File: config.mk
export PLATFORM = sky130hd
export DESIGN_NAME = rv_word_ram
export DESIGN_NICKNAME = d
export VERILOG_FILES = /design/src/hw/rv_word_ram.sv
export VERILOG_INCLUDE_DIRS = /design/src /design/src/hw
export SDC_FILE = /design/constraint.sdc
export NUM_CORES = 2
export LEC_CHECK = 0
export BUFFER_PORTS_ARGS = -buffer_cell sky130_fd_sc_hd__buf_2
export CAP_MARGIN = 30
export CORE_AREA = 2 2 364 726
export CTS_BUF_LIST = sky130_fd_sc_hd__clkbuf_8
export CTS_CLUSTER_SIZE = 40
export DETAILED_ROUTE_END_ITERATION = 8
export DIE_AREA = 0 0 366 728
export PLACE_DENSITY = 0.48
export SYNTH_ARGS = -nofsm -noshare
export SYNTH_HDL_FRONTEND = slang
export SYNTH_SLANG_ARGS = --single-unit
File: constraint.sdc
create_clock -name clk -period 6 [get_ports clk]
set_input_delay 1.2 -clock clk [delete_from_list [all_inputs] [get_ports clk]]
set_output_delay 1.2 -clock clk [all_outputs]
set_load 0.005 [all_outputs]
File: src/hw/rv_core_defines.svh
`ifndef RV_CORE_DEFINES_SVH
`define RV_CORE_DEFINES_SVH

// datapath and register address widths
`define RV_XLEN          32
`define RV_REG_AW        5

// memory depths in words
`define RV_IMEM_WORDS    64
`define RV_DMEM_WORDS    64

// opcodes of the supported subset
`define RV_OPC_OP        7'b0110011
`define RV_OPC_OP_IMM    7'b0010011
`define RV_OPC_LOAD      7'b0000011
`define RV_OPC_STORE     7'b0100011
`define RV_OPC_BRANCH    7'b1100011
`define RV_OPC_JAL       7'b1101111
`define RV_OPC_LUI       7'b0110111

// funct3 codes
`define RV_F3_ADD        3'b000
`define RV_F3_SLT        3'b010
`define RV_F3_XOR        3'b100
`define RV_F3_OR         3'b110
`define RV_F3_AND        3'b111
`define RV_F3_BEQ        3'b000
`define RV_F3_BNE        3'b001
`define RV_F3_LW         3'b010

`endif
File: src/hw/rv_word_ram.sv
`timescale 1ns/100ps
`include "rv_core_defines.svh"

module rv_word_ram #(
    parameter int WORDS = 64
) (
    input  logic                     clk,
    input  logic                     i_we,
    input  logic [$clog2(WORDS)-1:0] i_waddr,
    input  logic [`RV_XLEN-1:0]      i_wdata,
    input  logic [$clog2(WORDS)-1:0] i_raddr,
    output logic [`RV_XLEN-1:0]      o_rdata
);

    logic [`RV_XLEN-1:0] mem [WORDS];

    // write on the edge
    always_ff @(posedge clk)
    begin
        if (i_we)
            mem[i_waddr] <= i_wdata;
    end

    // read is combinational
    assign o_rdata = mem[i_raddr];

    a_waddr_in_range: assert property (@(posedge clk)
        i_we |-> (i_waddr < WORDS));

endmodule

==> impl_results.md <==
* DP Wirelength at 143000 um
* Worst vdd ir at 0.153 mV
* Pwr/cell area at 310 nW/um^2
* FFs w/ async S/R, synth at 0%
* Max incr delay on CP at 0.54 ns
* CP Launch Type: input pin
* Min Clock Period, post-route at 5.56 ns
* CTS resizes at 0
* Io pins at 78
* Worst setup startpoint: i_raddr[0]
* Setup tns final at 0 ns
* CP Capture Point: o_rdata[5]
* Crit path max-delay family: buffers and inverters
* Initial antenna violation count at 27
* Syn-to-layout area delta at 15.0%
* Pleak at 0.0277 uW
* CP arrival at 4.36 ns
* EDFF count, synth at 2048
* WS Path Type: in -> out
* Row cnt at 265
* Worst slew pin tran at 1.05 ns
* Vias in the first global route at 40000
* Post-Layout Inst Area at 89600 sq um
* Area of the multi-input gates at 16000 sq um
* Share of cells above drive strength 1 at 32.8%
* Clock Tree Buf Depth at 4
* DIE WIDTH at 366 um
* Tot Pwr at 27700 uW
* # setup viols final at 0
* Crit end category: primary output
* Drt wl/cell at 31.6 um
* Crit. path cell count at 9
* Post-synthesis register bit count at 2048
* GPL Wtd Cong at 0.824
* Max reg flops at 2048
* Number of routed nets with antenna violations at 0
* Clock-pin slew on the worst setup and hold paths at 0.07 ns
* Filler cell count at 24500
* Top post-synthesis cells by area: edfxtp_1 79%, mux4_2 16%, mux2i_1 1.2%
* Die Area at 266000 sq um
* Register area at 61500 sq um
* Vias post-DR at 37000
* Top flop regs: mem (2048)
* Most flops, register: mem
* Cell Area, Synth at 77900 sq um
* Setup WS post-layout at 0.444 ns
* Area after DPL at 84500 sq um
* Total clock sinks at 2048
* Register area share after synthesis at 79.0%
* Ys flop type: edfxtp_1
* Syn_nets at 3338
* Cts hold-fix bufs at 0
* CTS tree: done
* Initial Util at 29.9%
* Average vias per placed instance at 4.98
* Syn Inst Count at 3292
* Tightest Hold Check Type: in -> reg
* Die span in y at 728 um
* Critical path cell sequence: buf_8, buf_12, buf_4, mux4_2, mux2i_1, a21oi_1, a21oi_1, nor2_1, buf_2
* Outcome: completed
* Fin nets at 3778
* Critical-path top delay cell: a21oi_1
* Pin count of the biggest net entering global routing at 65
* RSZ-0062 raised after global routing: no
* Post-CTS Setup Bufs at 0
* Buffers and inverters on the worst path at 4
* Synth area leader: edfxtp_1
* Port bufs at 77
* Req. time, crit path at 4.80 ns
* Max Fclk at 0.180 GHz
* Final wirelength at 235000 um
* Mean Syn Cell Area at 23.7 sq um
* Synth top cells by count: 2048 x edfxtp_1, 544 x mux4_2, 137 x nor2_1
* CORE AREA at 261000 sq um
* Number of DRC markers in iteration 0 at 3130
* Synth top area share at 79.0%
* Yosys warns at 0
* DRT Pass-1 Iters at 5
* Period utilisation layout at 92.6%
* Most frequent cell after synthesis: edfxtp_1
* Root Driver: clkbuf_8
* Worst Path Max Fanout at 40
* Grt total ovfl at 0
* Max-slew violations at 0
* Max-Cap Viols at 0
* Slew HR at 30.0%
* H-tree levels at 5
* Distinct cells, synth at 33
* Fin. Hold Viols at 0
* Global-route wire length before repair at 324000 um
* Worst slack at placement at 0.496 ns
* Critical path's most frequent cell: a21oi_1
* Post-route DRC violation count at 0
* Clock buffer count from CTS at 284
* Total Routing Usage GR at 17.5%
==> metal layers <==
metal	GRT usage, %	part of all wire [%]	vias up
li1	-	-	15100
met1	18.8	34	20400
met2	33.3	56	1135
met3	2.59	4.9	357
met4	7.99	4.8	8
met5	0	0.019	-
==> layout by cell type (no fill, tap or decap), types with 73 or more instances in the layout <==
cell type,instances
edfxtp_1,2048
mux4_2,544
clkbuf_8,296
buf_4,233
mux2i_1,93
o22ai_1,84
clkinv_1,81
nor2_1,74
inv_1,74
buf_2,73
==> power by group <==
| group | switching, uW | internal [uW] | leakage [uW] | total, uW |
|---|---|---|---|---|
| registers | 20.4 | 15800 | 0.0184 | 15900 |
| logic | 1120 | 599 | 0.00640 | 1720 |
| clock network | 5360 | 4800 | 0.00286 | 10200 |
| total | 6500 | 21200 | 0.0277 | 27700 |
==> kinds of logic after synthesis <==
group / after synthesis / share of synthesized area, %
AO/OA/AOI/OAI: 202 / 1.69
buffers and inverters: 182 / 1.14
flip-flops: 2048 / 79.0
multiplexers: 637 / 16.9
AND/OR/NAND/NOR: 223 / 1.28
==> stage by stage <==
| stage | hold WS (ns) | utilization (%) | std cells |
|---|---|---|---|
| floorplan | 1.30 | - | 3292 |
| global placement | 1.92 | 32.4 | 6912 |
| detailed placement | 1.92 | 32.4 | 6917 |
| CTS | 0.875 | 34.4 | 7414 |
| global route | 0.922 | 34.4 | 7416 |
| finish | 0.925 | 34.4 | 7425 |
==> worst min path at each step <==
stage           startpoint           to  slack [ns]  depth (start not counted)
3_3_place_gp   i_wdata[18]  mem[52][18]        1.92                          2
6_report        i_wdata[8]    mem[6][8]        0.93                          2
4_1_cts         i_wdata[1]   mem[62][1]        0.87                          2
2_1_floorplan   i_wdata[0]    mem[0][0]        1.30                          0
3_5_place_dp    i_waddr[2]  mem[52][22]        1.92                          3
5_1_grt         i_wdata[8]    mem[6][8]        0.92                          2
==> area by class of cell <==
type | instances | share of cell area (%)
tap | 3471 | 4.85
antenna | 11 | 0.0307
clock buffer | 296 | 4.55
sequential | 2048 | 68.7
timing repair buffer | 336 | 3.02
multi-input combinational | 1062 | 17.8
clock inverter | 201 | 1.08
Power figures use the tool's default switching activity.
