## src/hw/rv_core_defines.svh

```systemverilog
`ifndef RV_CORE_DEFINES_SVH
`define RV_CORE_DEFINES_SVH

// datapath and register address widths
`define RV_XLEN          32
`define RV_REG_AW        5

// memory depths in words
`define RV_IMEM_WORDS    64
`define RV_DMEM_WORDS    64

// opcodes of the supported subset
`define RV_OPC_OP        7'b0110011
`define RV_OPC_OP_IMM    7'b0010011
`define RV_OPC_LOAD      7'b0000011
`define RV_OPC_STORE     7'b0100011
`define RV_OPC_BRANCH    7'b1100011
`define RV_OPC_JAL       7'b1101111
`define RV_OPC_LUI       7'b0110111

// funct3 codes
`define RV_F3_ADD        3'b000
`define RV_F3_SLT        3'b010
`define RV_F3_XOR        3'b100
`define RV_F3_OR         3'b110
`define RV_F3_AND        3'b111
`define RV_F3_BEQ        3'b000
`define RV_F3_BNE        3'b001
`define RV_F3_LW         3'b010

`endif
```

## src/hw/rv_regfile.sv

```systemverilog
`timescale 1ns/100ps
`include "rv_core_defines.svh"

module rv_regfile (
    input  logic                  clk,
    input  logic                  rst_n,
    input  logic [`RV_REG_AW-1:0] i_rs1,
    input  logic [`RV_REG_AW-1:0] i_rs2,
    input  logic [`RV_REG_AW-1:0] i_rd,
    input  logic [`RV_XLEN-1:0]   i_rd_data,
    input  logic                  i_we,
    output logic [`RV_XLEN-1:0]   o_rs1_data,
    output logic [`RV_XLEN-1:0]   o_rs2_data
);

    logic [`RV_XLEN-1:0] regs [32];

    always_ff @(posedge clk)
    begin
        if (!rst_n)
        begin
            for (int i = 0; i < 32; i++)
                regs[i] <= '0;
        end
        else if (i_we)
            regs[i_rd] <= i_rd_data;
    end

    // x0 reads zero, same-cycle write passes through to decode
    assign o_rs1_data = (i_rs1 == '0) ? '0 : (i_we && i_rs1 == i_rd) ? i_rd_data : regs[i_rs1];
    assign o_rs2_data = (i_rs2 == '0) ? '0 : (i_we && i_rs2 == i_rd) ? i_rd_data : regs[i_rs2];

    // decode drops reg_write for rd zero
    a_no_x0_write: assert property (@(posedge clk) disable iff (!rst_n)
        i_we |-> (i_rd != '0));

endmodule

```

## config.mk

```make
export PLATFORM = sky130hd
export DESIGN_NAME = rv_regfile
export DESIGN_NICKNAME = d
export VERILOG_FILES = /design/src/hw/rv_regfile.sv
export VERILOG_INCLUDE_DIRS = /design/src /design/src/hw
export SDC_FILE = /design/constraint.sdc
export NUM_CORES = 2
export LEC_CHECK = 0
export BUFFER_PORTS_ARGS = -buffer_cell sky130_fd_sc_hd__buf_4
export CAP_MARGIN = 20
export CORE_MARGIN = 3
export CORE_UTILIZATION = 56
export DETAILED_ROUTE_END_ITERATION = 8
export MAX_ROUTING_LAYER = met4
export PLACE_DENSITY_LB_ADDON = 0.08
export REMOVE_ABC_BUFFERS = 1
export SYNTH_ARGS = -nofsm -noshare
export SYNTH_HDL_FRONTEND = slang
export SYNTH_SLANG_ARGS = --single-unit
```

## constraint.sdc

```tcl
create_clock -name clk -period 3.4 [get_ports clk]
set_clock_uncertainty 0.15 [all_clocks]
set_input_delay 0 -clock clk [delete_from_list [all_inputs] [get_ports clk]]
set_output_delay 0 -clock clk [all_outputs]
set_load 0.005 [all_outputs]
```

==> results by group <==
Floorplan
  – Total number of placement rows: 114
  – Chip height: around 320 um
  – Die X: about 320 um
  – Die ar.: between 100000 and 150000 sq um
  – Initial core utilization: a little under three fifths
  – Core Area: 97300 sq um
  – Io pins: roughly 110

Yosys
  – Ys Warns: 0
  – Post-synth EDFFs: approximately 1000
  – Yosys top cell by area: edfxtp_1
  – Cell count after synthesis: roughly 3800
  – Distinct cell type count after synthesis: a little over 50
  – Mapped Area: approximately 55000 sq um
  – #FFs+latches synth: roughly 1000
  – Sequential cell area fraction in the yosys report: about 56%
  – Commonest register cell after synthesis: edfxtp_1
  – Synth top area share: 55.7%
  – Top area cells in the synthesized netlist: edfxtp_1 (56%), mux4_2 (15%), and2_1 (12%)
  – Post-synth ARST share: 0%
  – Syn_area_per_cell: 14.4 sq um

Global routing
  – GRT Util Overall: around two fifths
  – Vias in the first global route: ~38000
  – Total grt overflow: 0
  – Largest net degree at the start of global routing: 60
  – First-pass GRT wire length: about 280 mm
  – Initial antenna violation count: 9

STA
  – Endpoints failing setup: 0
  – Unrepaired setup endpoints after global routing: no
  – Fin. max-slew vios: 0
  – Period utilization: a little over 90%
  – Post-route minimum period: around 3100 ps
  – Final hold vios: 0
  – Max Fclk: 319 MHz
  – Setup_tns: 0 ps
  – Slew margin rel.: 21.5%
  – Worst-Margin Slew: 1180 ps

Critical path
  – Startpoint Class: flop
  – Crit-path max cell delay: ~600 ps
  – Worst-path cell chain: mux4_2, mux2i_1, nor2_1, a21oi_1, a31oi_1, buf_4
  – Worst-path fanout max: 2
  – Worst Path Required: about 3300 ps
  – Crit end category: output port
  – Setup CP Type: flop to output port
  – Crit path DAT: a little under 3000 ps
  – Crit path max-delay cell type: mux2i_1

Finish
  – Final #Nets: roughly 4000
  – Biggest register: regs
  – Number of flip-flops under the largest register name: 1024
  – Layout cells sized above 1: 22.8%
  – Regs by FF count: regs (1024)
  – Area grow syn2layout: 12.1%
  – Final Non-Filler Cells: about 5200

Placed design
  – Post-DP HPWL: between 100 and 150 mm
  – Port bufs: between 100 and 150
  – Gpl congestion: just under 1
  – Cell Count Post-Placement: 5000

Pwr
  – Sw frac: between 20 and 30%
  – Part of the power in registers: about 50%
  – Clk pwr share: 36.8%
  – P per Cell Area: between 400 and 500 nW/um^2
  – Leak: 21.8 nW
  – Combinational share of power: 13.7%
  – Net Sw Power: 0.00778 W
  – Maximum VDD drop: between 0.4 and 0.5 mV
  – Int Pwr: ~0.022 W

CTS
  – Max clock buf depth: 3
  – Clock transition at the registers of the reported paths: 60 ps
  – TritonCTS clock tree: yes
  – CTS sink cnt: 1024
  – Postcts setup bufs: 0
  – Root buffer cell: clkbuf_16
  – H-tree depth: 3
  – Num CTS Buffers: 108

Route
  – Post-DR wirelength/cell: 37.1 um
  – First-pass DRT Iterations: 6
  – Via/cell ratio: ~7.1
  – Post-Route WL: between 150 and 200 mm
  – Drt drc: 0
  – Via count: ~37000
  – Routed Antenna Nets: 0
  – Iter 0 DRT Violations: 5985

Status
  – Status: finished clean

Worst hold path
  – Tightest Hold Check Type: input pin to flop

Run
  – MaxCap Viol Count: 0
[final cells by class]
cell class / count / area, sq um
Inverter: 2 / 7.51
Clock buffer: 135 / 2830
Fill cell: 7109 / 35400
Multi-Input combinational cell: 2395 / 23000
Timing Repair Buffer: 335 / 3330
Sequential cell: 1024 / 30700
Clock inverter: 54 / 372
Antenna cell: 4 / 10.0
Tap cell: 1276 / 1600
[worst paths after layout]
check                       start                   endpoint  slack, ps  cells past startpoint
max    regs[15][23]$_SDFFCE_PN0P_             o_rs1_data[23]        270                      6
min                       i_rd[0]  regs[9][13]$_SDFFCE_PN0P_        110                      4
[stage by stage]
stage | worst slack, ps | utilization, % | hold WS, ps | power [W] | cell area [sq um]
6_report | 270 | 63.6 | 114 | 0.0301 | 61900
5_1_grt | 286 | 63.6 | 98.0 | 0.0309 | 61900
4_1_cts | 321 | 63.6 | 51.0 | 0.0301 | 61900
3_5_place_dp | 811 | 60.0 | 401 | 0.0192 | 58400
3_3_place_gp | 838 | 60.0 | 397 | 0.0191 | 58400
2_1_floorplan | -102 | - | -43.4 | 0.0169 | 53300
[cell usage after synthesis, types with 4 or more instances]
cell type,n
a221oi_1,27
buf_2,58
buf_6,29
o221a_1,15
xnor2_1,10
o221ai_1,38
a32o_1,32
buf_4,20
nor2_1,50
nand2b_1,4
a221o_1,11
mux2i_1,330
a31oi_1,11
clkbuf_1,293
o2111ai_1,6
edfxtp_1,1024
a21oi_1,64
and2_1,1026
o22ai_1,37
buf_1,21
a211oi_1,32
o21ai_0,57
a32oi_1,9
mux2_2,6
nand3_1,12
o21ai_1,38
nand3b_1,4
mux4_2,375
nand2_1,65
nor2b_1,5
a22oi_1,107
[power groups by stage]
stage	Clock (W)	Sequential, W	Combinational (W)
detailed placement	0	0.0152	0.00400
global route	0.0117	0.0150	0.00422
CTS	0.0112	0.0149	0.00404
floorplan	0	0.0151	0.00182
finish	0.0111	0.0149	0.00411
global placement	0	0.0151	0.00397
[cells by family after synthesis]
logic type | after synthesis | share of synthesized area [%]
buf+inv | 424 | 3.55
compound gates | 489 | 6.30
simple gates | 1185 | 12.9
flops | 1024 | 55.7
mux | 711 | 21.4
xor+xnor | 10 | 0.159
[timing repair]
action	4_1_cts	5_1_grt
resized for setup	0	0
endpoints found under the hold margin	1024	0
hold buffers	32	0
[layer usage]
metal  global-route usage [%]  vias to the layer above  share of wire [%]
li1                         -                    14835                  -
met1                     49.1                    18943                 35
met2                     60.1                     2737                 47
met3                     7.34                      582                 11
met4                     23.6                        0                7.0
met5                        -                        -                  0
[placed cells by master (no fill, tap or decap), drive strengths merged, types with 12 or more instances in the layout]
cell type,instances
a22oi,107
buf,303
mux2i,330
o221ai,38
edfxtp,1024
a32o,32
nor2,50
o221a,15
o21ai,95
nand3,12
clkinv,48
a211oi,32
nand2,65
dlygate4sd3,32
a221oi,27
and2,1028
o22ai,37
mux4,375
clkbuf,135
a21oi,64
[critical path, delay by kind of cell, from the launching register on]
family	cells	cell delay, ps
muxes	2	1080
DFF	1	400
and+or+nand+nor	1	150
buffers and inverters	1	220
AOI/OAI and AO/OA	2	430
(Power assumes the default switching activity.)
