[src/hw/rv_core_defines.svh]
`ifndef RV_CORE_DEFINES_SVH
`define RV_CORE_DEFINES_SVH

// datapath and register address widths
`define RV_XLEN          32
`define RV_REG_AW        5

// memory depths in words
`define RV_IMEM_WORDS    64
`define RV_DMEM_WORDS    64

// opcodes of the supported subset
`define RV_OPC_OP        7'b0110011
`define RV_OPC_OP_IMM    7'b0010011
`define RV_OPC_LOAD      7'b0000011
`define RV_OPC_STORE     7'b0100011
`define RV_OPC_BRANCH    7'b1100011
`define RV_OPC_JAL       7'b1101111
`define RV_OPC_LUI       7'b0110111

// funct3 codes
`define RV_F3_ADD        3'b000
`define RV_F3_SLT        3'b010
`define RV_F3_XOR        3'b100
`define RV_F3_OR         3'b110
`define RV_F3_AND        3'b111
`define RV_F3_BEQ        3'b000
`define RV_F3_BNE        3'b001
`define RV_F3_LW         3'b010

`endif
[src/hw/rv_core_pkg.sv]
package rv_core_pkg;

`include "rv_core_defines.svh"

    // alu operations, pass_b feeds lui
    typedef enum logic [2:0] {
        ALU_ADD    = 3'd0,
        ALU_SUB    = 3'd1,
        ALU_AND    = 3'd2,
        ALU_OR     = 3'd3,
        ALU_XOR    = 3'd4,
        ALU_SLT    = 3'd5,
        ALU_PASS_B = 3'd6
    } alu_op_e;

    // writeback source, link is pc+4
    typedef enum logic [1:0] {
        WB_ALU  = 2'd0,
        WB_MEM  = 2'd1,
        WB_LINK = 2'd2
    } wb_sel_e;

    // operand source for execute
    typedef enum logic [1:0] {
        FWD_REG    = 2'd0,
        FWD_EX_MEM = 2'd1,
        FWD_MEM_WB = 2'd2
    } fwd_sel_e;

    typedef enum logic [1:0] {
        BR_NONE = 2'd0,
        BR_BEQ  = 2'd1,
        BR_BNE  = 2'd2,
        BR_JAL  = 2'd3
    } br_kind_e;

    // decoded control word, all zero is a bubble
    typedef struct packed {
        logic [`RV_REG_AW-1:0] rs1;
        logic [`RV_REG_AW-1:0] rs2;
        logic [`RV_REG_AW-1:0] rd;
        alu_op_e               alu_op;
        logic                  use_imm;
        br_kind_e              br_kind;
        logic                  mem_read;
        logic                  mem_write;
        logic                  reg_write;
        wb_sel_e               wb_sel;
    } ctrl_t;

endpackage

[src/hw/rv_alu.sv]
`timescale 1ns/100ps
`include "rv_core_defines.svh"

module rv_alu
    import rv_core_pkg::*;
(
    input  alu_op_e             i_op,
    input  logic [`RV_XLEN-1:0] i_a,
    input  logic [`RV_XLEN-1:0] i_b,
    output logic [`RV_XLEN-1:0] o_result,
    output logic                o_zero
);

    logic slt;

    // signed compare
    assign slt = $signed(i_a) < $signed(i_b);

    always_comb
    begin
        case (i_op)
            ALU_ADD:    o_result = i_a + i_b;
            ALU_SUB:    o_result = i_a - i_b;
            ALU_AND:    o_result = i_a & i_b;
            ALU_OR:     o_result = i_a | i_b;
            ALU_XOR:    o_result = i_a ^ i_b;
            ALU_SLT:    o_result = {{(`RV_XLEN-1){1'b0}}, slt};
            // lui immediate straight through
            ALU_PASS_B: o_result = i_b;
            default:    o_result = '0;
        endcase
    end

    // beq and bne read this after a sub
    assign o_zero = (o_result == '0);

endmodule

[config.mk]
export PLATFORM = sky130hd
export DESIGN_NAME = rv_alu
export DESIGN_NICKNAME = d
export VERILOG_FILES = /design/src/hw/rv_core_pkg.sv /design/src/hw/rv_alu.sv
export VERILOG_INCLUDE_DIRS = /design/src /design/src/hw
export SDC_FILE = /design/constraint.sdc
export NUM_CORES = 1
export LEC_CHECK = 0
export BUFFER_PORTS_ARGS = -buffer_cell sky130_fd_sc_hd__buf_2
export CORE_MARGIN = 4
export CORE_UTILIZATION = 58
export DETAILED_ROUTE_END_ITERATION = 8
export MAX_ROUTING_LAYER = met4
export PLACE_DENSITY = 0.83
export SYNTH_ARGS = -nofsm -noshare
export SYNTH_HDL_FRONTEND = slang
export SYNTH_SLANG_ARGS = --single-unit
[constraint.sdc]
create_clock -name vclk -period 4.7
set_clock_uncertainty 0.05 [all_clocks]
set_input_delay 0.235 -clock vclk [all_inputs]
set_output_delay 0.235 -clock vclk [all_outputs]
set_load 0.01 [all_outputs]
==> flow_summary.yaml <==
worst_setup_path:
  path_class: "input pin to primary output"
  startpoint_type: "input pin"
  crit_required_ps: 4410
  path_max_fanout: 4
  arrival_ps: 4330
  crit_path_end_kind: "primary output"
power:
  p_sw_share_pct: 62.1
  internal_power_mw: 0.356
  p_comb_share_pct: 100.0
  power_frac_clock_pct: 0
  ir_drop_mv: 0.0737
  power.leakage_nw: 3.37
  power.density_nw_per_um2: 134
  sequentialPowerShare_pct: 0
  p_sw_mw: 0.582
global_routing:
  grt_start_max_net_pins: 35
  grt-ovfl-total: 0
  grt_busiest_layer: "met2"
  track_usage_pct: 37.2
  grt_pass1_wl_um: 37700
  globalRouteMet1Util_pct: 50.8
  grt_pass1_vias: 7180
  antenna_found_initial: 1
  met2_usage_pct: 56.3
  use_met3_pct: 6.09
cells_and_area:
  fin_area_sq_um: 6980
  seq_area_sq_um: 0
  final_util_pct: 67.3
  layout-drive-gt1-share_pct: 16.0
  final_nets: 1199
  final_cells: 1160
  nFillCells: 993
  seq_cell_count: 0
  nClkBuffers: 0
  syn2layout_area_growth_pct: 12.3
sta:
  finalHoldViolCount: 0
  setup_ws_ps: 82.9
  max_slew_margin_pct: 42.2
  tightestPinTransition_ps: 863
  clock.fmax_mhz: 217
  layout_min_cycle_time_ps: 4620
  final-max-slew-violation-count: 0
  timing.final.crit_share_pct: 98.2
  setup_viol: 0
route:
  vias: 7825
  drc: 0
  drt-initial-drc-count: 860
  dr.pass1.iters: 7
  wl_um: 23600
  vias_per_cell: 6.75
  wl_per_cell_um: 20.4
  antenna_left: 0
placement:
  dp_hpwl_um: 19000
  routabilityCongestion: 1.07
  dp_slack_ps: 241
  io_buffers: 100
  placed_area_sq_um: 6950
  placed_cells_incl_taps: 1157
floorplanning:
  die-area_sq_um: 12400
  num_rows: 37
  die_w_um: 112
  die_h_um: 112
  initial_core_util_pct: 59.9
  core_area_sq_um: 10400
  io_pins: 100
run:
  cap_violations: 0
logic_synthesis:
  yosys.area.top_type_share_pct: 21.3
  yosys-top-cells-count: "ha_1, inv_1, a21oi_1"
  synthCells: 942
  ys_types: 79
  syn_area_per_cell_sq_um: 6.60
  synthesis.nets: 1117
  synth_sequential_area_ratio_pct: 0
  syn-cell-area_sq_um: 6210
  yosysMostFrequentCell: "ha_1"
  yosysTopAreaCell: "ha_1"
  synthTopCellsByArea: "ha_1, a21oi_1, inv_1"
  yosys_warnings: 0
min_path:
  min_path_type: "input pin to primary output"
clock_tree:
  ctsHoldBuffers: 0
status:
  status: "complete, no violations"
==> what timing repair did <==
item	in CTS	in global routing
gates resized for setup	0	2
endpoints found under the setup margin	0	1
buffers inserted	0	1
==> cells in the final DEF, fill, tap and decap left out, types with 5 or more instances in the layout <==
cell	Yosys	layout
ha_1	106	106
buf_2	12	100
inv_1	94	94
a21oi_1	91	91
nor2_1	84	84
nand2_1	65	65
o21ai_0	46	46
buf_4	1	39
mux2i_1	33	33
nand3_1	24	24
o22ai_1	24	24
nor3_1	20	20
nor2b_1	13	13
a21o_1	13	13
nand2b_1	13	13
o211ai_1	13	13
o221ai_1	12	12
nand4_1	11	11
a31oi_1	11	11
nor4_1	10	10
xnor2_1	10	10
o31a_1	9	9
or3_1	9	9
a221oi_1	8	8
o31ai_1	9	8
o21bai_1	7	7
o21a_1	7	7
and3_1	7	7
or2_2	6	6
a22oi_1	6	6
and2_1	6	6
a221o_1	6	6
a211o_1	6	6
nand3b_1	5	5
mux2_2	5	5
o311ai_0	5	5
o2111ai_1	5	5
==> worst max-delay path, stage by stage <==
cell      delay (ps)
buf_2             90
inv_1             50
ha_1             220
fa_1             400
o21bai_1         320
nand4_1          210
nand3b_1         250
a21oi_1          210
o32a_1           220
or4b_1           560
or4_1            590
nor4_4           240
nand4_1          210
nor4bb_1         330
buf_2            190
==> final timing paths <==
| check | endpoint | cells past startpoint | start | slack [ps] |
|---|---|---|---|---|
| worst max-delay path | o_zero | 15 | i_a[0] | 80 |
| worst min-delay path | o_result[2] | 4 | i_op[1] | 950 |
==> routing by layer <==
metal	part of all wire [%]	vias up	routed length (um)
li1	-	3643	-
met1	42	3575	9920
met2	43	517	10000
met3	11	90	2710
met4	4.0	0	951
met5	0	-	0
==> kinds of logic after synthesis <==
logic type               Yosys count  synth area share, %
AO/OA/AOI/OAI                    331                 36.4
AND/OR/NAND/NOR                  294                 23.7
buffers and inverters            157                 9.78
adder cells (fa/ha/maj)          108                 22.0
multiplexers                      38                 6.22
XOR/XNOR                          14                 1.97
==> power by group through the flow <==
stage          Sequential [mW]  Combinational [mW]    Clock [mW]
2_1_floorplan                0               0.596             0
5_1_grt                      0                1.02  0.0000000162
6_report                     0               0.938  0.0000000157
3_3_place_gp                 0               0.898             0
4_1_cts                      0               0.904             0
3_5_place_dp                 0               0.899             0
==> cell type report <==
class,instances,area (sq um),area share (%)
multi-input cells,785,5630,80.6
repair buffers,140,813,11.7
well taps,136,170,2.44
inverters,97,364,5.22
diodes,2,5.00,0.0717
==> through the flow <==
| step | hold slack, ps | TNS [ps] | total power, mW |
|---|---|---|---|
| 3_3_place_gp | 942 | 0 | 0.898 |
| 5_1_grt | 975 | -9.15 | 1.02 |
| 4_1_cts | 942 | 0 | 0.904 |
| 6_report | 950 | 0 | 0.938 |
| 2_1_floorplan | 694 | 0 | 0.596 |
| 3_5_place_dp | 946 | 0 | 0.899 |
(Power assumes the default switching activity.)
