--- config.mk ---
export PLATFORM = sky130hd
export DESIGN_NAME = rv_decoder
export DESIGN_NICKNAME = d
export VERILOG_FILES = /design/src/hw/rv_core_pkg.sv /design/src/hw/rv_decoder.sv
export VERILOG_INCLUDE_DIRS = /design/src /design/src/hw
export SDC_FILE = /design/constraint.sdc
export NUM_CORES = 1
export LEC_CHECK = 0
export ABC_AREA = 1
export ABC_CLOCK_PERIOD_IN_PS = 1300
export BUFFER_PORTS_ARGS = -buffer_cell sky130_fd_sc_hd__buf_4
export CORE_ASPECT_RATIO = 0.75
export CORE_MARGIN = 1
export CORE_UTILIZATION = 42
export DETAILED_ROUTE_END_ITERATION = 8
export GPL_TIMING_DRIVEN = 0
export PLACE_DENSITY = 0.85
export SLEW_MARGIN = 20
export SYNTH_ARGS = -nofsm -noshare
export SYNTH_HDL_FRONTEND = slang
export SYNTH_SLANG_ARGS = --single-unit
--- constraint.sdc ---
create_clock -name vclk -period 1.3
set_input_delay 0.065 -clock vclk [all_inputs]
set_output_delay 0.065 -clock vclk [all_outputs]
set_load 0.01 [all_outputs]
--- src/hw/rv_core_defines.svh ---
`ifndef RV_CORE_DEFINES_SVH
`define RV_CORE_DEFINES_SVH

// datapath and register address widths
`define RV_XLEN          32
`define RV_REG_AW        5

// memory depths in words
`define RV_IMEM_WORDS    64
`define RV_DMEM_WORDS    64

// opcodes of the supported subset
`define RV_OPC_OP        7'b0110011
`define RV_OPC_OP_IMM    7'b0010011
`define RV_OPC_LOAD      7'b0000011
`define RV_OPC_STORE     7'b0100011
`define RV_OPC_BRANCH    7'b1100011
`define RV_OPC_JAL       7'b1101111
`define RV_OPC_LUI       7'b0110111

// funct3 codes
`define RV_F3_ADD        3'b000
`define RV_F3_SLT        3'b010
`define RV_F3_XOR        3'b100
`define RV_F3_OR         3'b110
`define RV_F3_AND        3'b111
`define RV_F3_BEQ        3'b000
`define RV_F3_BNE        3'b001
`define RV_F3_LW         3'b010

`endif
--- src/hw/rv_core_pkg.sv ---
package rv_core_pkg;

`include "rv_core_defines.svh"

    // alu operations, pass_b feeds lui
    typedef enum logic [2:0] {
        ALU_ADD    = 3'd0,
        ALU_SUB    = 3'd1,
        ALU_AND    = 3'd2,
        ALU_OR     = 3'd3,
        ALU_XOR    = 3'd4,
        ALU_SLT    = 3'd5,
        ALU_PASS_B = 3'd6
    } alu_op_e;

    // writeback source, link is pc+4
    typedef enum logic [1:0] {
        WB_ALU  = 2'd0,
        WB_MEM  = 2'd1,
        WB_LINK = 2'd2
    } wb_sel_e;

    // operand source for execute
    typedef enum logic [1:0] {
        FWD_REG    = 2'd0,
        FWD_EX_MEM = 2'd1,
        FWD_MEM_WB = 2'd2
    } fwd_sel_e;

    typedef enum logic [1:0] {
        BR_NONE = 2'd0,
        BR_BEQ  = 2'd1,
        BR_BNE  = 2'd2,
        BR_JAL  = 2'd3
    } br_kind_e;

    // decoded control word, all zero is a bubble
    typedef struct packed {
        logic [`RV_REG_AW-1:0] rs1;
        logic [`RV_REG_AW-1:0] rs2;
        logic [`RV_REG_AW-1:0] rd;
        alu_op_e               alu_op;
        logic                  use_imm;
        br_kind_e              br_kind;
        logic                  mem_read;
        logic                  mem_write;
        logic                  reg_write;
        wb_sel_e               wb_sel;
    } ctrl_t;

endpackage

--- src/hw/rv_decoder.sv ---
`timescale 1ns/100ps
`include "rv_core_defines.svh"

module rv_decoder
    import rv_core_pkg::*;
(
    input  logic [`RV_XLEN-1:0] i_instr,
    output ctrl_t               o_ctrl,
    output logic [`RV_XLEN-1:0] o_imm
);

    logic [6:0]          opcode;
    logic [2:0]          funct3;
    logic [6:0]          funct7;
    logic [`RV_XLEN-1:0] imm_i;
    logic [`RV_XLEN-1:0] imm_s;
    logic [`RV_XLEN-1:0] imm_b;
    logic [`RV_XLEN-1:0] imm_j;
    logic [`RV_XLEN-1:0] imm_u;
    logic                valid;
    logic                use_rs1;
    logic                use_rs2;
    logic                use_rd;
    ctrl_t               ctrl;

    assign opcode = i_instr[6:0];
    assign funct3 = i_instr[14:12];
    assign funct7 = i_instr[31:25];

    // sign extended immediates
    assign imm_i = {{20{i_instr[31]}}, i_instr[31:20]};
    assign imm_s = {{20{i_instr[31]}}, i_instr[31:25], i_instr[11:7]};
    assign imm_b = {{19{i_instr[31]}}, i_instr[31], i_instr[7], i_instr[30:25],
                    i_instr[11:8], 1'b0};
    assign imm_j = {{11{i_instr[31]}}, i_instr[31], i_instr[19:12], i_instr[20],
                    i_instr[30:21], 1'b0};
    assign imm_u = {i_instr[31:12], 12'b0};

    always_comb
    begin
        ctrl    = '0;
        o_imm   = '0;
        valid   = 1'b1;
        use_rs1 = 1'b0;
        use_rs2 = 1'b0;
        use_rd  = 1'b0;
        case (opcode)
            `RV_OPC_OP:
            begin
                use_rs1 = 1'b1;
                use_rs2 = 1'b1;
                use_rd  = 1'b1;
                case (funct3)
                    `RV_F3_ADD: ctrl.alu_op = funct7[5] ? ALU_SUB : ALU_ADD;
                    `RV_F3_SLT: ctrl.alu_op = ALU_SLT;
                    `RV_F3_XOR: ctrl.alu_op = ALU_XOR;
                    `RV_F3_OR:  ctrl.alu_op = ALU_OR;
                    `RV_F3_AND: ctrl.alu_op = ALU_AND;
                    default:    valid = 1'b0;
                endcase
                // funct7 must be zero, sub is the only exception
                if (funct7 != 7'b0 && !(funct7 == 7'b0100000 && funct3 == `RV_F3_ADD))
                    valid = 1'b0;
            end
            `RV_OPC_OP_IMM:
            begin
                use_rs1      = 1'b1;
                use_rd       = 1'b1;
                ctrl.use_imm = 1'b1;
                o_imm        = imm_i;
                case (funct3)
                    `RV_F3_ADD: ctrl.alu_op = ALU_ADD;
                    `RV_F3_SLT: ctrl.alu_op = ALU_SLT;
                    `RV_F3_XOR: ctrl.alu_op = ALU_XOR;
                    `RV_F3_OR:  ctrl.alu_op = ALU_OR;
                    `RV_F3_AND: ctrl.alu_op = ALU_AND;
                    default:    valid = 1'b0;
                endcase
            end
            `RV_OPC_LOAD:
            begin
                use_rs1       = 1'b1;
                use_rd        = 1'b1;
                ctrl.use_imm  = 1'b1;
                ctrl.mem_read = 1'b1;
                ctrl.wb_sel   = WB_MEM;
                o_imm         = imm_i;
                valid         = (funct3 == `RV_F3_LW);
            end
            `RV_OPC_STORE:
            begin
                use_rs1        = 1'b1;
                use_rs2        = 1'b1;
                ctrl.use_imm   = 1'b1;
                ctrl.mem_write = 1'b1;
                o_imm          = imm_s;
                // sw shares the word funct3 with lw
                valid          = (funct3 == `RV_F3_LW);
            end
            `RV_OPC_BRANCH:
            begin
                use_rs1     = 1'b1;
                use_rs2     = 1'b1;
                ctrl.alu_op = ALU_SUB;
                o_imm       = imm_b;
                case (funct3)
                    `RV_F3_BEQ: ctrl.br_kind = BR_BEQ;
                    `RV_F3_BNE: ctrl.br_kind = BR_BNE;
                    default:    valid = 1'b0;
                endcase
            end
            `RV_OPC_JAL:
            begin
                use_rd       = 1'b1;
                ctrl.br_kind = BR_JAL;
                ctrl.wb_sel  = WB_LINK;
                o_imm        = imm_j;
            end
            `RV_OPC_LUI:
            begin
                use_rd       = 1'b1;
                ctrl.use_imm = 1'b1;
                ctrl.alu_op  = ALU_PASS_B;
                o_imm        = imm_u;
            end
            default:
                valid = 1'b0;
        endcase
        // unused register fields stay zero so hazard checks ignore them
        ctrl.rs1       = use_rs1 ? i_instr[19:15] : '0;
        ctrl.rs2       = use_rs2 ? i_instr[24:20] : '0;
        ctrl.rd        = use_rd ? i_instr[11:7] : '0;
        ctrl.reg_write = use_rd && (i_instr[11:7] != '0);
        o_ctrl         = valid ? ctrl : '0;
    end

endmodule

==> run metrics <==
Yosys cell types 25; sequential fraction of the synthesis area 0%; Worst Setup End Kind output pin; Fmax achieved 648 MHz; drt drc 2; status complete, but fails checks; RePlAce Congestion 0.915; global-route wire length before repair 5330 um; share of cells above drive strength 1 62.2%; Tmin final 1.54 ns; Post-CTS Hold Fix Bufs 0; max-slew violation count 0; drt pass-1 iters 8; grt total ovfl 0; Synth Area in XOR/XNOR 0%; instance count of the mapped netlist 221; hpwl dp 3010 um; Routed Antenna Nets 0; Vias 2146; cell taking the most area after synthesis nand2_1; IO Pins 90; setup TNS -5.04 ns; Final period util 119%; CP required 1.24 ns; Post-Synth Adder-Cell Area 0%; Synth Area in Simple Gates 63.1%; largest family of logic cells by synthesized area simple AND/OR/NAND/NOR gates; Final Hold Viols 0; Worst Path Arrival 1.48 ns; slew margin rel. 73.2%; Compound-Gate Fraction of Synth Area 12.2%; crit path launch type input pin; Layout Nets 365; clkbuf count 0; RSZ-0062 raised after global routing true; Mapped Nets 253; fillers 82; Synthesis Warnings 0; vias per inst 5.88; VDD IR max 0.171 mV; die area 0.00287 mm2; mux share of post-synthesis cell area 0%; Synth Area per Inst 5.05 um2; dominant cells by area after synthesis nand2_1 18%, nand2_2 15%, inv_1 12%; vias in the first global route 1238; max cap viols 0; Std-Cell Rows 15; leakage 1.56 nW; WL final 7110 um; seq_cells 0; Die Span X 61.5 um; Post-Syn Area 0.00112 mm2; Tightest Hold Check Type in2out; port bufs 90; Crit Path Category in2out; Power Dens Cells 157 mW/mm2; final setup vio count 41; Wirelength per Cell 19.5 um; commonest non-fill, non-tap cells in the layout 86 x buf_4, 50 x nand2_1, 33 x inv_1, 24 x inv_2, 22 x buf_6; setup ws final -0.244 ns; DR iter-0 viols 225; P&R area growth vs syn 103%; initial antenna violation count 0; core area 0.00240 mm2; Initial Util 46.5%; Yosys top cell area share 18.2%; most common cell after layout, fill and taps aside buf_4; largest net degree at the start of global routing 11; final total power 357 uW; Die Y 46.6 um; crit path max fanout 10; hold_ws 0.419 ns; Hold Crit Depth 4; register area 0 um2; ANT cells 0; GRT Util Overall 24.1%; Setup WS pre-CTS -0.176 ns; worst-margin pin slew 0.398 ns; failing checks design-rule violations, negative setup slack
## worst max-delay path, cell delays in order
cell	delay [ns]
buf_4	0.15
inv_2	0.10
nand2_1	0.07
nor2_1	0.20
nand3_1	0.13
nand2_1	0.11
inv_1	0.07
nand3_4	0.13
buf_12	0.17
nand2_2	0.08
inv_2	0.09
buf_6	0.11
## Yosys cell counts
cell / count
nand2_1: 54
inv_1: 35
nor2_1: 31
nand2_2: 27
inv_2: 25
nand3_1: 8
o21ai_2: 6
nand2_4: 4
o22ai_1: 4
buf_8: 3
nor2_4: 3
o21ai_0: 3
a21oi_1: 2
nand4_1: 2
nor2_2: 2
nor3_2: 2
o31ai_1: 2
a31oi_1: 1
buf_2: 1
nand2_8: 1
nand3_2: 1
nand3_4: 1
nor3_1: 1
o211ai_1: 1
o21ai_1: 1
## cell families after synthesis
family | count (synthesis)
AOI/OAI and AO/OA | 20
and+or+nand+nor | 137
buffers and inverters | 64
## power breakdown
part           leakage (nW)  switching (mW)  internal, mW
clock network             0               0             0
registers                 0               0             0
logic                  1.56           0.208         0.148
total                  1.56           0.208         0.148
## final cells by class
type | count | area (um2) | share of cell area (%)
Multi-Input combinational cell | 157 | 997 | 44.0
Timing Repair Buffer | 110 | 933 | 41.2
Buffer | 4 | 60.1 | 2.65
Tap cell | 34 | 42.5 | 1.88
Inverter | 60 | 233 | 10.3
## final timing paths
check	startpoint	endpoint	slack, ns
worst min-delay path	i_instr[29]	o_imm[9]	0.42
worst max-delay path	i_instr[5]	o_ctrl[3]	-0.24
## timing repair
item | in CTS | in global routing
endpoints found under the setup margin | 42 | 40
gates cloned | 0 | 1
endpoints found under the hold margin | 0 | 0
resized for setup | 12 | 56
setup buffers | 5 | 14
pin swaps | 2 | 6
## routing by layer
metal  wire length [um]  global-route usage, %  vias to the layer above
li1                   -                      -                      878
met1               2320                   34.3                      940
met2               3110                   41.7                      233
met3                939                   2.25                       95
met4                746                      0                        0
met5                  0                      0                        -
## per-stage QoR
step / std cells / instance area [um2] / utilization, %
2_1_floorplan: 221 / 1120 / -
3_3_place_gp: 345 / 1830 / 76.4
3_5_place_dp: 345 / 1830 / 76.4
4_1_cts: 350 / 1920 / 80.0
5_1_grt: 365 / 2270 / 94.3
6_report: 365 / 2270 / 94.3
No activity file was read; power rests on OpenSTA's default activity.
