File: src/hw/rv_core_defines.svh
`ifndef RV_CORE_DEFINES_SVH
`define RV_CORE_DEFINES_SVH

// datapath and register address widths
`define RV_XLEN          32
`define RV_REG_AW        5

// memory depths in words
`define RV_IMEM_WORDS    64
`define RV_DMEM_WORDS    64

// opcodes of the supported subset
`define RV_OPC_OP        7'b0110011
`define RV_OPC_OP_IMM    7'b0010011
`define RV_OPC_LOAD      7'b0000011
`define RV_OPC_STORE     7'b0100011
`define RV_OPC_BRANCH    7'b1100011
`define RV_OPC_JAL       7'b1101111
`define RV_OPC_LUI       7'b0110111

// funct3 codes
`define RV_F3_ADD        3'b000
`define RV_F3_SLT        3'b010
`define RV_F3_XOR        3'b100
`define RV_F3_OR         3'b110
`define RV_F3_AND        3'b111
`define RV_F3_BEQ        3'b000
`define RV_F3_BNE        3'b001
`define RV_F3_LW         3'b010

`endif
File: src/hw/rv_core_pkg.sv
package rv_core_pkg;

`include "rv_core_defines.svh"

    // alu operations, pass_b feeds lui
    typedef enum logic [2:0] {
        ALU_ADD    = 3'd0,
        ALU_SUB    = 3'd1,
        ALU_AND    = 3'd2,
        ALU_OR     = 3'd3,
        ALU_XOR    = 3'd4,
        ALU_SLT    = 3'd5,
        ALU_PASS_B = 3'd6
    } alu_op_e;

    // writeback source, link is pc+4
    typedef enum logic [1:0] {
        WB_ALU  = 2'd0,
        WB_MEM  = 2'd1,
        WB_LINK = 2'd2
    } wb_sel_e;

    // operand source for execute
    typedef enum logic [1:0] {
        FWD_REG    = 2'd0,
        FWD_EX_MEM = 2'd1,
        FWD_MEM_WB = 2'd2
    } fwd_sel_e;

    typedef enum logic [1:0] {
        BR_NONE = 2'd0,
        BR_BEQ  = 2'd1,
        BR_BNE  = 2'd2,
        BR_JAL  = 2'd3
    } br_kind_e;

    // decoded control word, all zero is a bubble
    typedef struct packed {
        logic [`RV_REG_AW-1:0] rs1;
        logic [`RV_REG_AW-1:0] rs2;
        logic [`RV_REG_AW-1:0] rd;
        alu_op_e               alu_op;
        logic                  use_imm;
        br_kind_e              br_kind;
        logic                  mem_read;
        logic                  mem_write;
        logic                  reg_write;
        wb_sel_e               wb_sel;
    } ctrl_t;

endpackage

File: src/hw/rv_hazard_if.sv
`timescale 1ns/100ps
`include "rv_core_defines.svh"

interface rv_hazard_if
    import rv_core_pkg::*;
(
    input logic clk
);

    // sources of the instruction in decode
    logic [`RV_REG_AW-1:0] id_rs1;
    logic [`RV_REG_AW-1:0] id_rs2;
    // instruction in execute
    logic [`RV_REG_AW-1:0] ex_rs1;
    logic [`RV_REG_AW-1:0] ex_rs2;
    logic [`RV_REG_AW-1:0] ex_rd;
    logic                  ex_mem_read;
    // older producers
    logic [`RV_REG_AW-1:0] mem_rd;
    logic                  mem_reg_write;
    logic [`RV_REG_AW-1:0] wb_rd;
    logic                  wb_reg_write;
    // results back to the pipeline
    fwd_sel_e              fwd_a;
    fwd_sel_e              fwd_b;
    logic                  stall;

    modport pipe (
        output id_rs1, id_rs2, ex_rs1, ex_rs2, ex_rd, ex_mem_read,
        output mem_rd, mem_reg_write, wb_rd, wb_reg_write,
        input  fwd_a, fwd_b, stall
    );

    modport unit (
        input  clk,
        input  id_rs1, id_rs2, ex_rs1, ex_rs2, ex_rd, ex_mem_read,
        input  mem_rd, mem_reg_write, wb_rd, wb_reg_write,
        output fwd_a, fwd_b, stall
    );

endinterface

File: src/hw/rv_hazard_unit.sv
`timescale 1ns/100ps

module rv_hazard_unit
    import rv_core_pkg::*;
(
    rv_hazard_if.unit hz
);

    logic a_from_mem;
    logic a_from_wb;
    logic b_from_mem;
    logic b_from_wb;

    // match against the ex/mem producer
    assign a_from_mem = hz.mem_reg_write && (hz.mem_rd != '0) && (hz.mem_rd == hz.ex_rs1);
    assign b_from_mem = hz.mem_reg_write && (hz.mem_rd != '0) && (hz.mem_rd == hz.ex_rs2);
    // then the mem/wb producer
    assign a_from_wb  = hz.wb_reg_write && (hz.wb_rd != '0) && (hz.wb_rd == hz.ex_rs1);
    assign b_from_wb  = hz.wb_reg_write && (hz.wb_rd != '0) && (hz.wb_rd == hz.ex_rs2);

    // youngest producer wins
    assign hz.fwd_a = a_from_mem ? FWD_EX_MEM : (a_from_wb ? FWD_MEM_WB : FWD_REG);
    assign hz.fwd_b = b_from_mem ? FWD_EX_MEM : (b_from_wb ? FWD_MEM_WB : FWD_REG);

    // load in execute feeding decode, hold one cycle
    assign hz.stall = hz.ex_mem_read && (hz.ex_rd != '0)
                      && ((hz.ex_rd == hz.id_rs1) || (hz.ex_rd == hz.id_rs2));

    // a writing producer in ex/mem never names x0
    a_mem_rd_nonzero: assert property (@(posedge hz.clk)
        hz.mem_reg_write |-> (hz.mem_rd != '0));

endmodule

File: src/flat_wrapper.sv
// flat-port wrapper written by rule: the top's interface ports become plain ports
module rv_hazard_unit_flat import rv_core_pkg::*;
  (clk, hz_id_rs1, hz_id_rs2, hz_ex_rs1, hz_ex_rs2, hz_ex_rd, hz_ex_mem_read, hz_mem_rd, hz_mem_reg_write, hz_wb_rd, hz_wb_reg_write, hz_fwd_a, hz_fwd_b, hz_stall);
  rv_hazard_if hz_i (.clk(clk));
  input wire logic clk;
  input wire logic [$bits(hz_i.id_rs1)-1:0] hz_id_rs1;
  input wire logic [$bits(hz_i.id_rs2)-1:0] hz_id_rs2;
  input wire logic [$bits(hz_i.ex_rs1)-1:0] hz_ex_rs1;
  input wire logic [$bits(hz_i.ex_rs2)-1:0] hz_ex_rs2;
  input wire logic [$bits(hz_i.ex_rd)-1:0] hz_ex_rd;
  input wire logic [$bits(hz_i.ex_mem_read)-1:0] hz_ex_mem_read;
  input wire logic [$bits(hz_i.mem_rd)-1:0] hz_mem_rd;
  input wire logic [$bits(hz_i.mem_reg_write)-1:0] hz_mem_reg_write;
  input wire logic [$bits(hz_i.wb_rd)-1:0] hz_wb_rd;
  input wire logic [$bits(hz_i.wb_reg_write)-1:0] hz_wb_reg_write;
  output wire logic [$bits(hz_i.fwd_a)-1:0] hz_fwd_a;
  output wire logic [$bits(hz_i.fwd_b)-1:0] hz_fwd_b;
  output wire logic [$bits(hz_i.stall)-1:0] hz_stall;
  assign hz_i.id_rs1 = hz_id_rs1;
  assign hz_i.id_rs2 = hz_id_rs2;
  assign hz_i.ex_rs1 = hz_ex_rs1;
  assign hz_i.ex_rs2 = hz_ex_rs2;
  assign hz_i.ex_rd = hz_ex_rd;
  assign hz_i.ex_mem_read = hz_ex_mem_read;
  assign hz_i.mem_rd = hz_mem_rd;
  assign hz_i.mem_reg_write = hz_mem_reg_write;
  assign hz_i.wb_rd = hz_wb_rd;
  assign hz_i.wb_reg_write = hz_wb_reg_write;
  assign hz_fwd_a = hz_i.fwd_a;
  assign hz_fwd_b = hz_i.fwd_b;
  assign hz_stall = hz_i.stall;
  rv_hazard_unit u_core (.hz(hz_i));
endmodule
File: config.mk
export PLATFORM = sky130hd
export DESIGN_NAME = rv_hazard_unit_flat
export DESIGN_NICKNAME = d
export VERILOG_FILES = /design/src/hw/rv_core_pkg.sv /design/src/hw/rv_hazard_if.sv /design/src/hw/rv_hazard_unit.sv /design/src/flat_wrapper.sv
export VERILOG_INCLUDE_DIRS = /design/src /design/src/hw
export SDC_FILE = /design/constraint.sdc
export NUM_CORES = 1
export LEC_CHECK = 0
export ABC_AREA = 1
export ABC_CLOCK_PERIOD_IN_PS = 2230
export BUFFER_PORTS_ARGS = -buffer_cell sky130_fd_sc_hd__buf_2
export CAP_MARGIN = 15
export CORE_AREA = 2 2 39 41
export DETAILED_ROUTE_END_ITERATION = 10
export DIE_AREA = 0 0 41 43
export PLACE_DENSITY = 0.86
export SLEW_MARGIN = 10
export SYNTH_ARGS = -nofsm -noshare
export SYNTH_HDL_FRONTEND = slang
export SYNTH_SLANG_ARGS = --single-unit
File: constraint.sdc
create_clock -name vclk -period 2.23
set_clock_uncertainty 0.05 [all_clocks]
set_input_delay 0.446 -clock vclk [all_inputs]
set_output_delay 0.446 -clock vclk [all_outputs]
set_load 0.01 [all_outputs]
==> summary.md <==
| Metric | Value |
|---|---|
| Outcome | `complete, no violations` |
| Met2 Routed Length | `763 um` |
| Synth Instances | `127` |
| Number of port buffers | `43` |
| Nets | `209` |
| Initial Util | `41.1%` |
| CP Launch Type | `primary input` |
| Die X | `41 um` |
| Syn Area/Cell | `4.48 um2` |
| Multi-input gate area | `453 um2` |
| DR vias | `823` |
| Total GRT Usage | `16.9%` |
| RSZ-0062 raised after global routing | `false` |
| Die Area | `1760 um2` |
| Post-CTS resize count | `0` |
| Max Used Layer | `met3` |
| Buf+Inv Stages, Crit Path | `2` |
| Largest net degree at the start of global routing | `5` |
| Drt drc | `0` |
| CP max FO | `3` |
| Placed Cells | `184` |
| Seq/Total Area, Yosys | `0%` |
| WL final | `1460 um` |
| Drt via density | `4.47` |
| Yosys cell types | `12` |
| Post-route cell area | `790 um2` |
| Crit path max-delay family | `simple AND/OR/NAND/NOR gates` |
| Max cap viols | `0` |
| Post-Syn Area | `569 um2` |
| Layout clock buffer count | `0` |
| Detailed router's first-iteration violation count | `10` |
| Period minus WS final | `1730 ps` |
| Slowest CP cell | `or2_0` |
| Post-CTS Setup Repair Bufs | `0` |
| Peak VDD IR | `59.6 uV` |
| Worst slew pin tran | `141 ps` |
| Final WS setup | `499 ps` |
| Worst setup EP type | `output pin` |
| Crit Path Category | `primary input to output pin` |
| Ys Warns | `0` |
| Layout overhead on the synthesized area | `38.7%` |
| Final setup vio count | `0` |
| Seq cells | `0` |
| Crit path DAT | `1230 ps` |
| Crit path largest cell delay | `240 ps` |
| Hold buffer count at CTS | `0` |
| Final Non-Filler Cells | `184` |
| Slew HR | `90.5%` |
| Dpl ws | `503 ps` |
| Drt wl/cell | `7.96 um` |
| Final core utilization | `57.1%` |
| Highest Clock Rate | `578 MHz` |
| Top-Level Pins | `44` |
| Max Slew Vio Count | `0` |
| Total gr overflow | `0` |
| Routed wl met3 | `149 um` |
| TNS Setup | `0 ps` |
| Layout cell share with drive strength beyond 1 | `26.2%` |
| Post-Syn Nets | `166` |
| Detail Route Antenna Nets | `0` |
| Initial antenna violation count | `0` |
| DR pass1 iterations | `4` |
| Met1 Wirelength | `552 um` |
| GP Congestion | `0.655` |
| Ant diodes | `0` |
| Worst path cell trace | `buf_2 > or2_0 > o21ai_2 > nor2_1 > nor2_1 > buf_2` |
| Final Hold Viols | `0` |
| Global-route wire length before repair | `2200 um` |
| Area post-placement | `790 um2` |
| Vias in the first global route | `648` |
| Final HPWL DP | `1350 um` |
| Leakage | `0.559 nW` |
| Seq. cell area | `0 um2` |
| Total power density per cell area | `163 nW/um2` |
| Std cell rows | `14` |
| Req. time, crit path | `1730 ps` |
| Period utilization | `77.6%` |
| Filler cells | `148` |
| Core Box Area | `1380 um2` |
| Min-delay worst type | `primary input to output pin` |
| DIE HEIGHT | `43 um` |
==> tightest hold or removal path: stages <==
cell and delay, ps:
buf_2 90, o21ai_0 60, a21oi_1 40, buf_2 130
==> layout make-up <==
class                           count  share of cell area, %
Inverter                           27                   12.8
Multi-Input combinational cell     98                   57.4
Tap cell                           16                   2.54
Timing Repair Buffer               43                   27.3
==> stage by stage <==
step	total power [mW]	hold slack [ps]
4_1_cts	0.129	1160
5_1_grt	0.147	1190
2_1_floorplan	0.0693	955
6_report	0.128	1160
3_5_place_dp	0.128	1160
3_3_place_gp	0.124	1160
==> final timing paths <==
kind / startpoint / endpoint / cells after the start
setup / recovery: hz_mem_rd[4] / hz_fwd_a[1] / 6
hold / removal: hz_ex_mem_read / hz_stall / 4
==> synthesized netlist by cell type, drive strengths merged <==
library cell	number	area share, %
nand2	53	35
inv	27	18
nor2	18	12
nand3	9	7.9
xnor2	7	11
xor2	5	7.7
o21ai	3	3.3
buf	2	2.6
a21oi	1	0.88
nand4	1	1.1
or2	1	1.1
==> report_power, final <==
group	switching [mW]	internal [mW]	total, mW	leakage (nW)
Combinational	0.0681	0.0603	0.128	0.559
Sequential	0	0	0	0
Clock	0	0	0	0
==> metal layers <==
layer	up-vias	GRT usage [%]
li1	450	-
met3	0	0.524
met5	-	0
met2	37	35.9
met1	336	16.8
met4	0	0
==> cell families after synthesis <==
family          share of synthesized area (%)
simple gates                             56.9
buf+inv                                  20.4
xor+xnor                                 18.5
compound gates                           4.18
==> cells in the final DEF, fill, tap and decap left out, drive strengths merged <==
master,n
a21oi,1
buf,43
inv,27
nand2,53
nand3,9
nand4,1
nor2,18
o21ai,3
or2,1
xnor2,7
xor2,5
Note: power is estimated with default switching activity, not from simulation.
